<file path="config.mk">
export PLATFORM = sky130hd
export DESIGN_NAME = ejtag_dmatch_top
export DESIGN_NICKNAME = d
export VERILOG_FILES = /design/src/source/dmatch_pkg.sv /design/src/source/dmatch_reset_sync.sv /design/src/source/dbrk_regfile.sv /design/src/source/dbrk_match.sv /design/src/source/dbrk_status.sv /design/src/source/ejtag_dmatch_top.sv
export VERILOG_INCLUDE_DIRS = /design/src /design/src/source
export SDC_FILE = /design/constraint.sdc
export NUM_CORES = 1
export LEC_CHECK = 0
export BUFFER_PORTS_ARGS = -buffer_cell sky130_fd_sc_hd__buf_2
export CORE_MARGIN = 5
export CORE_UTILIZATION = 40
export CTS_CLUSTER_SIZE = 12
export DETAILED_ROUTE_END_ITERATION = 10
export PLACE_DENSITY = 0.66
export SETUP_SLACK_MARGIN = 0.1
export SLEW_MARGIN = 10
export SYNTH_ARGS = -nofsm -noshare
export SYNTH_HDL_FRONTEND = slang
export SYNTH_SLANG_ARGS = --single-unit
</file>
<file path="constraint.sdc">
create_clock -name CORE_CLOCK -period 21.6 [get_ports CORE_CLOCK]
set_clock_uncertainty 0.05 [all_clocks]
set_input_delay 0 -clock CORE_CLOCK [delete_from_list [all_inputs] [get_ports CORE_CLOCK]]
set_output_delay 0 -clock CORE_CLOCK [all_outputs]
set_load 0.005 [all_outputs]
</file>
<file path="src/source/dmatch_defines.svh">
`ifndef DMATCH_DEFINES_SVH
`define DMATCH_DEFINES_SVH

// Number of implemented data breakpoints, 1 to 15.
`define DMATCH_NUM_DBRK 4

// Register codes inside one breakpoint slot.
`define DMATCH_OFS_ADDR 2'd0
`define DMATCH_OFS_CTRL 2'd1
`define DMATCH_OFS_AMASK 2'd2
`define DMATCH_OFS_DATA 2'd3

// Control word layout as seen by the host.
`define DMATCH_CTRL_BE_BIT 0
`define DMATCH_CTRL_TE_BIT 2
`define DMATCH_CTRL_BLM_LSB 4

`endif

</file>
<file path="src/source/dmatch_pkg.sv">
package dmatch_pkg;

  // One host register access.
  typedef struct packed {
    logic [5:0]  reg_addr;
    logic [31:0] wdata;
    logic        write;
    logic        strobe;
    logic        sel_status;
    logic        sel_regs;
  } host_req_t;

  // Store seen at writeback, word address.
  typedef struct packed {
    logic        valid;
    logic [29:0] addr;
    logic [31:0] data;
  } store_sample_t;

  typedef struct packed {
    logic       break_en;
    logic       trace_en;
    logic [3:0] byte_ignore;
  } dbrk_ctrl_t;

  // A set amask bit ignores that address bit.
  typedef struct packed {
    logic [29:0] addr;
    logic [29:0] amask;
    logic [31:0] data;
    dbrk_ctrl_t  ctrl;
  } dbrk_entry_t;

  // Exception-control strobes from the coprocessor.
  typedef struct packed {
    logic first_exc_if_break;
    logic first_exc_if_nobreak;
    logic pend_clear;
    logic pend_set_on_break;
    logic commit_on_break;
    logic commit_pending;
  } cp0_dbrk_t;

endpackage

</file>
<file path="src/source/dmatch_reset_sync.sv">
`timescale 1ns/1ns

module dmatch_reset_sync (
  input  logic CORE_CLOCK,
  input  logic arst_n,
  input  logic test_mode,
  output logic rst_n
);

  logic [1:0] sync_q;

  // Assert at once, release after two clock edges.
  always_ff @(posedge CORE_CLOCK or negedge arst_n) begin
    if (!arst_n) begin
      sync_q <= 2'b00;
    end else begin
      sync_q <= {sync_q[0], 1'b1};
    end
  end

  // Scan test drives the raw reset straight through.
  assign rst_n = test_mode ? arst_n : sync_q[1];

endmodule

</file>
<file path="src/source/dbrk_regfile.sv">
`timescale 1ns/1ns
`include "dmatch_defines.svh"

module dbrk_regfile
  import dmatch_pkg::*;
(
  input  logic                                CORE_CLOCK,
  input  logic                                rst_n,
  input  host_req_t                           req,
  input  logic [`DMATCH_NUM_DBRK-1:0]         status_vec,
  output dbrk_entry_t [`DMATCH_NUM_DBRK-1:0]  entries,
  output logic [31:0]                         rdata
);

  logic [3:0]  idx;
  logic [1:0]  ofs;
  logic        idx_ok;
  logic        wr_en;
  dbrk_entry_t sel_entry;

  assign idx    = req.reg_addr[5:2];
  assign ofs    = req.reg_addr[1:0];
  assign idx_ok = idx < 4'(`DMATCH_NUM_DBRK);

  // Writes to unimplemented breakpoints are dropped.
  assign wr_en = req.strobe & req.write & req.sel_regs & idx_ok;

  always_ff @(posedge CORE_CLOCK or negedge rst_n) begin
    if (!rst_n) begin
      for (int i = 0; i < `DMATCH_NUM_DBRK; i++) begin
        entries[i] <= '0;
      end
    end else if (wr_en) begin
      for (int i = 0; i < `DMATCH_NUM_DBRK; i++) begin
        if (idx == 4'(i)) begin
          case (ofs)
            `DMATCH_OFS_ADDR: begin
              entries[i].addr <= req.wdata[31:2];
            end
            `DMATCH_OFS_CTRL: begin
              entries[i].ctrl.break_en    <= req.wdata[`DMATCH_CTRL_BE_BIT];
              entries[i].ctrl.trace_en    <= req.wdata[`DMATCH_CTRL_TE_BIT];
              entries[i].ctrl.byte_ignore <= req.wdata[`DMATCH_CTRL_BLM_LSB +: 4];
            end
            `DMATCH_OFS_AMASK: begin
              entries[i].amask <= req.wdata[31:2];
            end
            default: begin
              entries[i].data <= req.wdata;
            end
          endcase
        end
      end
    end
  end

  // Pick the addressed breakpoint for readback.
  always_comb begin
    sel_entry = '0;
    for (int i = 0; i < `DMATCH_NUM_DBRK; i++) begin
      if (idx == 4'(i)) begin
        sel_entry = entries[i];
      end
    end
  end

  always_comb begin
    rdata = '0;
    if (req.sel_regs) begin
      if (idx_ok) begin
        case (ofs)
          `DMATCH_OFS_ADDR: begin
            rdata = {sel_entry.addr, 2'b00};
          end
          `DMATCH_OFS_CTRL: begin
            rdata[`DMATCH_CTRL_BE_BIT]        = sel_entry.ctrl.break_en;
            rdata[`DMATCH_CTRL_TE_BIT]        = sel_entry.ctrl.trace_en;
            rdata[`DMATCH_CTRL_BLM_LSB +: 4]  = sel_entry.ctrl.byte_ignore;
          end
          `DMATCH_OFS_AMASK: begin
            rdata = {sel_entry.amask, 2'b00};
          end
          default: begin
            rdata = sel_entry.data;
          end
        endcase
      end
    end else begin
      // Status word carries the breakpoint count in 27:24.
      rdata[27:24]                 = 4'(`DMATCH_NUM_DBRK);
      rdata[`DMATCH_NUM_DBRK-1:0]  = status_vec;
    end
  end

endmodule

</file>
<file path="src/source/dbrk_match.sv">
`timescale 1ns/1ns
`include "dmatch_defines.svh"

module dbrk_match
  import dmatch_pkg::*;
(
  input  store_sample_t                       sample,
  input  dbrk_entry_t [`DMATCH_NUM_DBRK-1:0]  entries,
  output logic [`DMATCH_NUM_DBRK-1:0]         hit_vec,
  output logic                                break_hit,
  output logic                                trace_hit
);

  logic [`DMATCH_NUM_DBRK-1:0] addr_ok;
  logic [`DMATCH_NUM_DBRK-1:0] data_ok;
  logic [`DMATCH_NUM_DBRK-1:0] be_vec;
  logic [`DMATCH_NUM_DBRK-1:0] te_vec;

  always_comb begin
    for (int i = 0; i < `DMATCH_NUM_DBRK; i++) begin
      // Masked bits always compare equal.
      addr_ok[i] = &((sample.addr ~^ entries[i].addr) | entries[i].amask);

      data_ok[i] = 1'b1;
      for (int b = 0; b < 4; b++) begin
        if (!entries[i].ctrl.byte_ignore[b] &&
            (sample.data[8*b +: 8] != entries[i].data[8*b +: 8])) begin
          data_ok[i] = 1'b0;
        end
      end

      hit_vec[i] = sample.valid & addr_ok[i] & data_ok[i];
      be_vec[i]  = entries[i].ctrl.break_en;
      te_vec[i]  = entries[i].ctrl.trace_en;
    end
  end

  assign break_hit = |(hit_vec & be_vec);
  assign trace_hit = |(hit_vec & te_vec);

endmodule

</file>
<file path="src/source/dbrk_status.sv">
`timescale 1ns/1ns
`include "dmatch_defines.svh"

module dbrk_status
  import dmatch_pkg::*;
(
  input  logic                         CORE_CLOCK,
  input  logic                         rst_n,
  input  cp0_dbrk_t                    cp0,
  input  logic [`DMATCH_NUM_DBRK-1:0]  hit_vec,
  input  logic                         break_hit,
  input  host_req_t                    req,
  output logic [`DMATCH_NUM_DBRK-1:0]  status_vec
);

  logic                         first_exc;
  logic                         status_wr;
  logic [`DMATCH_NUM_DBRK-1:0]  pend_r;
  logic [`DMATCH_NUM_DBRK-1:0]  hit_r;
  logic [`DMATCH_NUM_DBRK-1:0]  status_r;

  // The exception unit qualifies commits by whether a break is taken.
  assign first_exc = break_hit ? cp0.first_exc_if_break : cp0.first_exc_if_nobreak;
  assign status_wr = req.strobe & req.write & req.sel_status;

  always_ff @(posedge CORE_CLOCK or negedge rst_n) begin
    if (!rst_n) begin
      pend_r   <= '0;
      hit_r    <= '0;
      status_r <= '0;
    end else begin
      if (cp0.pend_clear) begin
        pend_r <= '0;
      end else if (cp0.pend_set_on_break && break_hit) begin
        pend_r <= hit_vec;
      end

      if (first_exc) begin
        if (cp0.commit_on_break) begin
          hit_r <= hit_vec;
        end else if (cp0.commit_pending) begin
          hit_r <= pend_r;
        end
      end

      // Sticky bits clear only on a host write.
      if (status_wr) begin
        status_r <= req.wdata[`DMATCH_NUM_DBRK-1:0];
      end else begin
        status_r <= status_r | hit_r;
      end
    end
  end

  assign status_vec = status_r;

endmodule

</file>
<file path="src/source/ejtag_dmatch_top.sv">
`timescale 1ns/1ns
`include "dmatch_defines.svh"

module ejtag_dmatch_top
  import dmatch_pkg::*;
(
  input  logic          CORE_CLOCK,
  input  logic          arst_n,
  input  logic          test_mode,
  input  host_req_t     req,
  input  store_sample_t sample,
  input  cp0_dbrk_t     cp0,
  output logic [31:0]   rdata,
  output logic          break_hit,
  output logic          trace_hit
);

  logic                                rst_n;
  dbrk_entry_t [`DMATCH_NUM_DBRK-1:0]  entries;
  logic [`DMATCH_NUM_DBRK-1:0]         hit_vec;
  logic [`DMATCH_NUM_DBRK-1:0]         status_vec;

  dmatch_reset_sync u_reset_sync (
    .CORE_CLOCK (CORE_CLOCK),
    .arst_n     (arst_n),
    .test_mode  (test_mode),
    .rst_n      (rst_n)
  );

  dbrk_regfile u_regfile (
    .CORE_CLOCK (CORE_CLOCK),
    .rst_n      (rst_n),
    .req        (req),
    .status_vec (status_vec),
    .entries    (entries),
    .rdata      (rdata)
  );

  dbrk_match u_match (
    .sample    (sample),
    .entries   (entries),
    .hit_vec   (hit_vec),
    .break_hit (break_hit),
    .trace_hit (trace_hit)
  );

  dbrk_status u_status (
    .CORE_CLOCK (CORE_CLOCK),
    .rst_n      (rst_n),
    .cp0        (cp0),
    .hit_vec    (hit_vec),
    .break_hit  (break_hit),
    .req        (req),
    .status_vec (status_vec)
  );

endmodule

</file>
==> results.py, run 1 <==
metrics = {
    "status": {
        "status": "finished clean",
    },
    "setup_path": {
        "endpoint_kind": "register",
        "critPathKind": "register to register",
        "crit_arrival_ns": 4.34,
        "worstPathRequired_ns": 22.00,
        "cp-start-kind": "register",
        "worst-path-max-fanout": 4,
    },
    "drt": {
        "wl_per_cell_um": 29.3,
        "drt_wl_total_mm": 80.4,
        "vias": 17500,
        "ant_nets": 0,
        "drt-initial-drc-count": 2240,
        "via_per_inst": 6.37,
        "drc": 0,
        "firstDrtPassIters": 6,
    },
    "timing": {
        "hold_ws_ns": 0.131,
        "rsz0062_at_grt": "no",
        "final-max-slew-violation-count": 0,
        "timing.fmax_ghz": 0.254,
        "min_period_over_period_pct": 18.2,
        "hold_viol": 0,
        "maxSlewHeadroom_pct": 9.58,
        "setup-tns-final_ns": 0,
        "worst_pin_slew_ns": 1.35,
        "setup_viol": 0,
        "fin_crit_ns": 3.94,
    },
    "power": {
        "p_leak_nw": 11.7,
        "ir_worst_vdd_v": 0.0000600,
        "power_mw": 1.77,
        "p_per_area_mw_per_mm2": 70.2,
    },
    "die": {
        "core_mm2": 0.0548,
        "die_h_um": 244,
        "rows": 86,
        "initial_core_util_pct": 40.1,
        "die_w_um": 244,
        "num_io_pins": 148,
        "die_area_mm2": 0.0597,
    },
    "synth": {
        "synthesis.area_mm2": 0.0220,
        "syn_inst": 1908,
        "async_reset_ff_share_pct": 100,
        "ys_seq_area_share_pct": 46.2,
        "synth_edf_count": 0,
        "yosysWarnings": 0,
        "syn_nets": 2022,
        "ys_seq_elements": 406,
        "yosysUniqueCellTypes": 46,
        "synth.avg_cell_area_um2": 11.5,
        "synth_ff_type": "dfrtp_1",
    },
    "place": {
        "io_buffer_count": 147,
        "hpwl_mm": 56.7,
        "place_congestion": 1.00,
        "placed_cell_area_mm2": 0.0233,
    },
    "cts": {
        "clock-sinks": 406,
        "root_buffer": "clkbuf_16",
        "path_clk_slew_ns": 0.06,
        "cts-htree-levels": 2,
        "numCtsBuffers": 44,
        "post_cts_buffers": 0,
        "clk_latency_ns": 0.60,
        "clock_path_buffers": 3,
        "cts_tree": "yes",
        "cts_resized": 0,
    },
    "finish": {
        "area_growth_pct": 14.9,
        "finalNetCount": 2118,
        "fillers": 4949,
        "post-route-cell-area_mm2": 0.0252,
        "drive_gt1_share_pct": 32.7,
    },
    "global_routing": {
        "grt_max_degree": 155,
        "overflow": 0,
        "antenna_found_initial": 4,
        "grt_pass1_wl_mm": 118,
        "first_global_vias": 17400,
        "gr-usage-all-layers_pct": 26.1,
    },
    "hold_path": {
        "hold_path.class": "input pin to register",
    },
    "run": {
        "drv_cap": 0,
    },
}
logic make-up after synthesis:
kind of cell    after synthesis  synth area share (%)
xor+xnor                    248                  9.88
mux                         435                  22.2
other cells                   1                0.0171
flops                       406                  46.2
simple gates                204                  4.96
buf+inv                     182                  3.24
compound gates              432                  13.5
cell usage in the layout, fill, tap and decap left out, types with 3 or more instances in the layout:
master,netlist,routed
xnor2_1,120,120
nand4_1,9,9
a211oi_1,3,3
dfrtp_1,406,406
nor3_1,42,35
a22oi_1,65,65
inv_1,12,12
mux2_2,393,392
buf_2,2,147
clkbuf_8,0,16
o21ai_0,53,53
dlygate4sd3_1,0,46
o221ai_1,30,30
or3_1,3,3
mux2i_1,36,36
nor3_2,0,7
o22ai_1,104,104
a21o_1,25,25
nand2_1,26,25
a222oi_1,25,25
diode_2,0,4
bufinv_16,0,3
nor2_2,1,4
clkbuf_1,131,7
a21oi_1,87,87
nand3_1,6,6
a221oi_1,4,4
nor4_1,66,64
nor2_1,35,30
mux2_4,4,4
buf_4,0,25
xor2_1,128,128
clkbuf_16,0,46
a221o_1,30,30
or4_4,3,3
report_power, final:
group          internal (mW)  switching (mW)
clock network          0.478           0.325
logic                 0.0592           0.124
registers              0.772          0.0134
total                   1.31           0.463
critical path, cell delays in order, from the launching register on:
cell and delay [ns]:
dfrtp_1 0.40, xor2_1 0.15, nor4_1 0.66, a21oi_1 0.18, or4_4 0.61, nor2_2 0.21, a2111o_2 0.23, mux2i_2 0.27
dlygate4sd3_1 0.69, mux2_4 0.33
synth_stat cells (3+ instances only):
cell | instances | area (um^2)
or3_1 | 3 | 18.8
nor4_1 | 66 | 413
nor2b_1 | 3 | 18.8
nand4_1 | 9 | 56.3
a21oi_1 | 87 | 435
a222oi_1 | 25 | 250
nor3_1 | 42 | 210
dfrtp_1 | 406 | 10200
a221o_1 | 30 | 300
a21o_1 | 25 | 188
xor2_1 | 128 | 1120
a211oi_1 | 3 | 22.5
mux2_2 | 393 | 4430
a221oi_1 | 4 | 35.0
and3_1 | 3 | 18.8
o21ai_0 | 53 | 265
xnor2_1 | 120 | 1050
clkbuf_1 | 131 | 492
or4_4 | 3 | 33.8
clkbuf_2 | 22 | 110
nand3_1 | 6 | 30.0
o221ai_1 | 30 | 263
buf_1 | 15 | 56.3
nor2_1 | 35 | 131
mux2_4 | 4 | 60.1
mux2i_1 | 36 | 360
inv_1 | 12 | 45.0
a22oi_1 | 65 | 488
o22ai_1 | 104 | 651
nand2_1 | 26 | 97.6
metal layers:
layer / routed length, um / track usage (%) / share of wire [%]
met5: 0 / 0 / 0
met4: 3330 / 9.46 / 4.1
met3: 7400 / 5.50 / 9.2
met2: 36200 / 40.3 / 45
met1: 33500 / 36.6 / 42
state kept, by name (all words and copies together), names as in the netlist:
register / flops
u_status.pend_r: 4
u_status.hit_r: 4
u_status.status_vec: 4
u_reset_sync.sync_q: 2
u_regfile.entries: 392
worst paths after layout:
kind	start	to	slack, ns	cells past startpoint
min in group asynchronous	arst_n	u_regfile.entries[185]$_DFFE_PN0P_	0.18	3
max in group asynchronous	u_reset_sync.sync_q[1]$_DFF_PN0_	u_regfile.entries[8]$_DFFE_PN0P_	19.05	3
worst min-delay path	cp0[3]	u_status.pend_r[3]$_DFFE_PN0P_	0.13	3
worst max register to register	u_regfile.entries[134]$_DFFE_PN0P_	u_status.hit_r[1]$_DFFE_PN0P_	17.66	9
worst max-delay path	u_regfile.entries[134]$_DFFE_PN0P_	u_status.hit_r[1]$_DFFE_PN0P_	17.66	9
worst min register to register	u_reset_sync.sync_q[0]$_DFF_PN0_	u_reset_sync.sync_q[1]$_DFF_PN0_	0.30	0
stage by stage:
step                      utilization [%]  cells  setup slack, ns
final                                46.1   2742            17.66
after global routing                 46.1   2740            17.58
after detailed placement             42.5   2616            17.80
after floorplan                         -   1908            14.26
after global placement               42.5   2616            17.90
after CTS                            46.1   2738            17.74
cell type report:
cell class                 instances  area, um^2  area share [%]
tap                              704         881            3.49
antenna                            4        10.0          0.0396
clock inverter                     7         124           0.491
timing repair buffer             220        1420            5.64
clock buffer                      69        1400            5.54
sequential                       406       10200            40.2
multi-input combinational       1320       11200            44.4
inverter                          12        45.0           0.178
timing repair:
| action | 4_1_cts | 5_1_grt |
|---|---|---|
| hold endpoints to repair | 524 | 0 |
| hold buffers | 46 | 0 |
| endpoints found under the setup margin | 0 | 0 |
(Power assumes the default switching activity.)
==> inputs of run 2 (changes only) <==
==> constraint.sdc (replaced) <==
create_clock -name CORE_CLOCK -period 4 [get_ports CORE_CLOCK]
set_clock_uncertainty 0.05 [all_clocks]
set_input_delay 0 -clock CORE_CLOCK [delete_from_list [all_inputs] [get_ports CORE_CLOCK]]
set_output_delay 0 -clock CORE_CLOCK [all_outputs]
set_load 0.005 [all_outputs]
==> run 2 against run 1 <==
Flip-flop and latch count did not move. Global-route usage rose by 0.072 points. Wire length rose by 0.21%. Maximum frequency rose by 9.4%. Utilization rose by 0.35 points. Clock power rose to 5.6 times the previous value. Non-clock buffer count rose by 16. Critical path type unchanged. Critical endpoint is now u_status.pend_r[3]$_DFFE_PN0P_. Largest power group unchanged. Highest routed layer unchanged.
==> results.py, run 2 (synthesis results as in run 1) <==
metrics = {
    "finish": {
        "largest_reg_flops": 392,
        "drive_gt1_share_pct": 33.7,
        "post-route-cell-area_mm2": 0.0254,
        "fillers": 4919,
        "layout_commonest_cell": "dfrtp_1",
        "seqCellArea_mm2": 0.0102,
        "final_cell_mix": "406 x dfrtp_1, 392 x mux2_2, 147 x buf_2",
        "top_register": "u_regfile.entries",
        "area_growth_pct": 15.7,
        "multi_input_area_mm2": 0.0112,
        "finalNetCount": 2136,
    },
    "setup_path": {
        "critPathSlowestCell": "or4_4",
        "crit_top_cell": "a21oi_1",
        "endpoint_kind": "register",
        "slowest_delay_ns": 0.58,
        "critPathKind": "register to register",
        "crit_arrival_ns": 4.07,
        "crit_family": "simple AND/OR/NAND/NOR gates",
        "cp-start-kind": "register",
        "crit_chain": "xor2_1 > nor4_1 > a21oi_1 > or4_4 > nor3_1 > o41ai_1 > or3_1 > a21oi_1 > dlygate4sd3_1",
        "worstPathRequired_ns": 4.47,
        "cp_num_buf_inv": 1,
        "worst-path-max-fanout": 6,
    },
    "cts": {
        "clock-sinks": 406,
        "post_cts_buffers": 0,
        "clock_path_buffers": 3,
        "root_buffer": "clkbuf_16",
        "clk_latency_ns": 0.59,
        "path_clk_slew_ns": 0.06,
        "cts-htree-levels": 2,
        "numCtsBuffers": 46,
        "cts_tree": "yes",
    },
    "hold_path": {
        "hold_path.class": "input pin to register",
    },
    "timing": {
        "hold_viol": 0,
        "setup-tns-final_ns": 0,
        "setup_viol": 0,
        "rsz0062_at_grt": "no",
        "fin_crit_ns": 3.60,
        "maxSlewHeadroom_pct": 20.9,
        "worst_pin_slew_ns": 1.17,
        "hold_ws_ns": 0.0477,
        "final-max-slew-violation-count": 0,
        "timing.fmax_ghz": 0.278,
        "min_period_over_period_pct": 89.9,
    },
    "power": {
        "ir_worst_vdd_v": 0.000252,
        "seqPwrFrac_pct": 43.6,
        "power.net_switching_mw": 2.54,
        "p_per_area_mw_per_mm2": 382,
        "clkPwrFrac_pct": 45.9,
        "netSwitchingFraction_pct": 26.1,
        "p_leak_nw": 11.8,
        "power_frac_comb_pct": 10.5,
        "p_int_mw": 7.19,
    },
    "drt": {
        "ant_nets": 0,
        "drt-initial-drc-count": 1951,
        "wl_per_cell_um": 29.1,
        "via_per_inst": 6.35,
        "vias": 17600,
        "drc": 0,
        "firstDrtPassIters": 7,
        "drt_wl_total_mm": 80.5,
    },
    "status": {
        "status": "finished clean",
    },
    "place": {
        "placed_cell_area_mm2": 0.0234,
        "place_congestion": 0.956,
        "hpwl_mm": 57.7,
        "io_buffer_count": 147,
    },
    "global_routing": {
        "first_global_vias": 17600,
        "overflow": 0,
        "grt_max_degree": 104,
        "antenna_found_initial": 2,
        "grt_pass1_wl_mm": 119,
        "gr-usage-all-layers_pct": 26.2,
    },
    "die": {
        "die_area_mm2": 0.0597,
        "core_mm2": 0.0548,
        "num_io_pins": 148,
        "rows": 86,
        "die_h_um": 244,
        "initial_core_util_pct": 40.1,
        "die_w_um": 244,
    },
    "run": {
        "drv_cap": 0,
    },
}
-- run 2: worst paths after layout --
kind	from	endpoint	slack, ns	depth (start not counted)
min in group asynchronous	arst_n	u_regfile.entries[43]$_DFFE_PN0P_	0.06	3
setup reg to reg	u_regfile.entries[28]$_DFFE_PN0P_	u_status.pend_r[3]$_DFFE_PN0P_	0.40	9
hold / removal	cp0[4]	u_status.hit_r[3]$_DFFE_PN0P_	0.05	4
hold reg to reg	u_reset_sync.sync_q[0]$_DFF_PN0_	u_reset_sync.sync_q[1]$_DFF_PN0_	0.30	0
setup / recovery	u_regfile.entries[28]$_DFFE_PN0P_	u_status.pend_r[3]$_DFFE_PN0P_	0.40	9
max in group asynchronous	u_reset_sync.sync_q[1]$_DFF_PN0_	u_regfile.entries[338]$_DFFE_PN0P_	2.40	2
-- run 2: layout make-up --
type,instances,share of cell area [%]
clock inverters,15,0.713
multi-input cells,1320,44.0
repair buffers,236,6.09
clock buffers,70,5.55
inverters,12,0.177
flip-flops and latches,406,39.9
diodes,2,0.0197
well taps,704,3.46
-- run 2: power by group through the flow --
stage / combinational, mW / sequential [mW] / clock, mW
3_5_place_dp: 0.969 / 4.31 / 0
6_report: 1.02 / 4.24 / 4.47
4_1_cts: 1.01 / 4.24 / 4.52
2_1_floorplan: 0.562 / 4.29 / 0
5_1_grt: 1.08 / 4.25 / 4.70
3_3_place_gp: 0.962 / 4.31 / 0
-- run 2: stage by stage --
step | total power, mW | std cells | utilization, % | worst slack [ns]
3_3_place_gp | 5.27 | 2635 | 42.7 | 0.956
3_5_place_dp | 5.28 | 2635 | 42.7 | 0.885
4_1_cts | 9.77 | 2763 | 46.4 | 0.533
5_1_grt | 10.0 | 2765 | 46.4 | 0.216
2_1_floorplan | 4.85 | 1908 | - | 1.38
6_report | 9.73 | 2765 | 46.4 | 0.403
-- run 2: routing by layer --
layer  vias to the layer above  GRT usage (%)  part of all wire, %
li1                       7400              -                    -
met1                      8975           36.2                   42
met2                       983           39.9                   44
met3                       212           5.29                  8.2
met4                         0           11.9                  5.7
met5                         -              0                    0
-- run 2: worst min-delay path: cells and delay by family --
family                 cells  cell delay [ns]
AOI/OAI and AO/OA          1             0.15
muxes                      2             0.40
buffers and inverters      1             0.09
-- run 2: what timing repair did --
action                                 in CTS  in global routing
hold buffers                               43                  0
endpoints found under the hold margin     469                  0
resized for setup                           0                  0
==> inputs of run 3 (changes only) <==
==> constraint.sdc (replaced) <==
create_clock -name CORE_CLOCK -period 4 [get_ports CORE_CLOCK]
set_clock_uncertainty 0.05 [all_clocks]
set_input_delay 0.4 -clock CORE_CLOCK [delete_from_list [all_inputs] [get_ports CORE_CLOCK]]
set_output_delay 0.4 -clock CORE_CLOCK [all_outputs]
set_load 0.005 [all_outputs]
==> run 3 against run 2 <==
Flip-flop and latch count is the same. Wire length grew 0.12%. Combinational power is essentially flat. Sequential power is essentially flat. Die area is the same. Via count shrank 0.13%. Worst hold slack gained 0.0067 ns. Maximum frequency shrank 3.4%. Utilization shrank 0.75 points. Critical path depth shrank 1. Highest routed layer unchanged.
==> results.py, run 3 (synthesis results as in run 1) <==
metrics = {
    "die": {
        "rows": 86,
        "initial_core_util_pct": 40.1,
        "die_w_um": 244,
        "num_io_pins": 148,
        "die_area_mm2": 0.0597,
        "core_mm2": 0.0548,
        "die_h_um": 244,
    },
    "place": {
        "io_buffer_count": 147,
        "placed_cells": 2638,
        "place_congestion": 1.02,
        "hpwl_mm": 57.6,
    },
    "timing": {
        "min_period_over_period_pct": 93.1,
        "fin_crit_ns": 3.73,
        "maxSlewHeadroom_pct": 25.5,
        "final-max-slew-violation-count": 0,
        "hold_viol": 0,
        "rsz0062_at_grt": "no",
        "setup_viol": 0,
        "timing.fmax_ghz": 0.268,
        "setup-tns-final_ns": 0,
        "worst_pin_slew_ns": 1.11,
        "hold_ws_ns": 0.0544,
    },
    "setup_path": {
        "cp-start-kind": "register",
        "crit_end": "trace_hit",
        "crit_start": "u_regfile.entries[224]$_DFFE_PN0P_",
        "worst-path-max-fanout": 4,
        "critPathKind": "register to output port",
        "r2r_slack_ns": 0.61,
        "rr_startpoint": "u_regfile.entries[363]$_DFFE_PN0P_",
        "worstPathRequired_ns": 3.55,
        "r2r-end": "u_status.hit_r[0]$_DFFE_PN0P_",
        "reg2reg_depth": 8,
        "endpoint_kind": "output port",
        "crit_arrival_ns": 3.28,
    },
    "power": {
        "power.net_switching_mw": 2.54,
        "power_frac_comb_pct": 10.4,
        "netSwitchingFraction_pct": 26.7,
        "power_mw": 9.51,
        "p_int_mw": 6.97,
        "p_leak_nw": 11.6,
        "ir_worst_vdd_v": 0.000321,
        "seqPwrFrac_pct": 44.6,
        "clkPwrFrac_pct": 45.0,
        "p_per_area_mw_per_mm2": 380,
    },
    "cts": {
        "cts_tree": "yes",
        "cts-htree-levels": 2,
        "root_buffer": "clkbuf_16",
        "clk_latency_ns": 0.59,
        "post_cts_buffers": 0,
        "clock-sinks": 406,
        "numCtsBuffers": 48,
        "clock_path_buffers": 3,
        "path_clk_slew_ns": 0.06,
    },
    "finish": {
        "top_register": "u_regfile.entries",
        "fillers": 4965,
        "finalNonFillerCells": 2727,
        "multi_input_area_mm2": 0.0112,
        "finalNetCount": 2101,
        "layout_commonest_cell": "dfrtp_1",
        "drive_gt1_share_pct": 34.1,
        "area_growth_pct": 13.9,
        "largest_reg_flops": 392,
        "final_cell_mix": "406 x dfrtp_1, 392 x mux2_2, 147 x buf_2",
        "seqCellArea_mm2": 0.0102,
    },
    "global_routing": {
        "gr-usage-all-layers_pct": 26.5,
        "overflow": 0,
        "first_global_vias": 17500,
        "antenna_found_initial": 1,
        "grt_pass1_wl_mm": 120,
        "grt_max_degree": 102,
    },
    "status": {
        "status": "finished clean",
    },
    "drt": {
        "via_per_inst": 6.43,
        "vias": 17500,
        "firstDrtPassIters": 7,
        "drc": 0,
        "wl_per_cell_um": 29.6,
        "drt_wl_total_mm": 80.6,
        "ant_nets": 0,
        "drt-initial-drc-count": 2249,
    },
    "hold_path": {
        "hold_start": "cp0[2]",
        "hold_path.class": "input pin to register",
    },
    "run": {
        "drv_cap": 0,
    },
}
## run 3: changes by cell type in the layout (fill, tap and decap cells not counted)
cell / delta
bufinv_16: -2
inv_16: +1
dlygate4sd3_1: -40
clkbuf_1: +5
buf_4: -1
clkbuf_16: +2
buf_12: +4
clkinv_2: +2
clkbuf_8: -9
## run 3: final cells by class
cell class | count | area share [%]
clock buffers | 68 | 5.42
clock inverters | 16 | 0.605
well taps | 704 | 3.52
diodes | 2 | 0.0200
multi-input cells | 1320 | 44.8
inverters | 12 | 0.180
repair buffers | 199 | 4.88
flip-flops and latches | 406 | 40.6
## run 3: stage by stage
stage / instance area (um^2) / util (%) / setup WS (ns)
global route: 25000 / 45.7 / 0.244
global placement: 23500 / 42.9 / 0.684
detailed placement: 23500 / 42.9 / 0.638
finish: 25000 / 45.7 / 0.275
CTS: 25000 / 45.7 / 0.288
floorplan: 22000 / - / 1.29
## run 3: per-layer routing
layer	global-route usage [%]	vias to the layer above	share of wire, %	routed length (um)
li1	-	7313	-	-
met1	38.0	8997	42	33800
met2	39.3	1037	44	35200
met3	4.83	201	9.3	7520
met4	11.4	0	5.1	4080
met5	0	-	0	0
## run 3: worst max-delay path, cell delays in order, from the launching register on
cell,delay [ns]
dfrtp_1,0.40
xor2_1,0.17
nor4_1,0.43
a21oi_1,0.23
or4_1,0.71
or2_2,0.35
o21ai_0,0.15
a221o_1,0.14
buf_2,0.11
## run 3: timing repair
action                    4_1_cts  5_1_grt
hold buffers                    3        0
hold endpoints to repair       52        0
gates resized for setup         0        0
## run 3: power by group through the flow
stage	Sequential [mW]	Combinational [mW]	Clock [mW]
3_5_place_dp	4.31	0.965	0
4_1_cts	4.24	0.972	4.34
5_1_grt	4.25	1.05	4.48
3_3_place_gp	4.31	0.955	0
6_report	4.24	0.986	4.28
2_1_floorplan	4.29	0.562	0
## run 3: how the worst min path moves through the flow
stage                                  endpoint  slack (ns)  cells after the start
2_1_floorplan  u_reset_sync.sync_q[0]$_DFF_PN0_        0.05                      0
3_3_place_gp   u_reset_sync.sync_q[1]$_DFF_PN0_        0.15                      1
3_5_place_dp   u_reset_sync.sync_q[1]$_DFF_PN0_        0.15                      1
4_1_cts          u_status.pend_r[2]$_DFFE_PN0P_        0.04                      3
5_1_grt          u_status.pend_r[2]$_DFFE_PN0P_        0.07                      3
6_report         u_status.pend_r[2]$_DFFE_PN0P_        0.05                      3
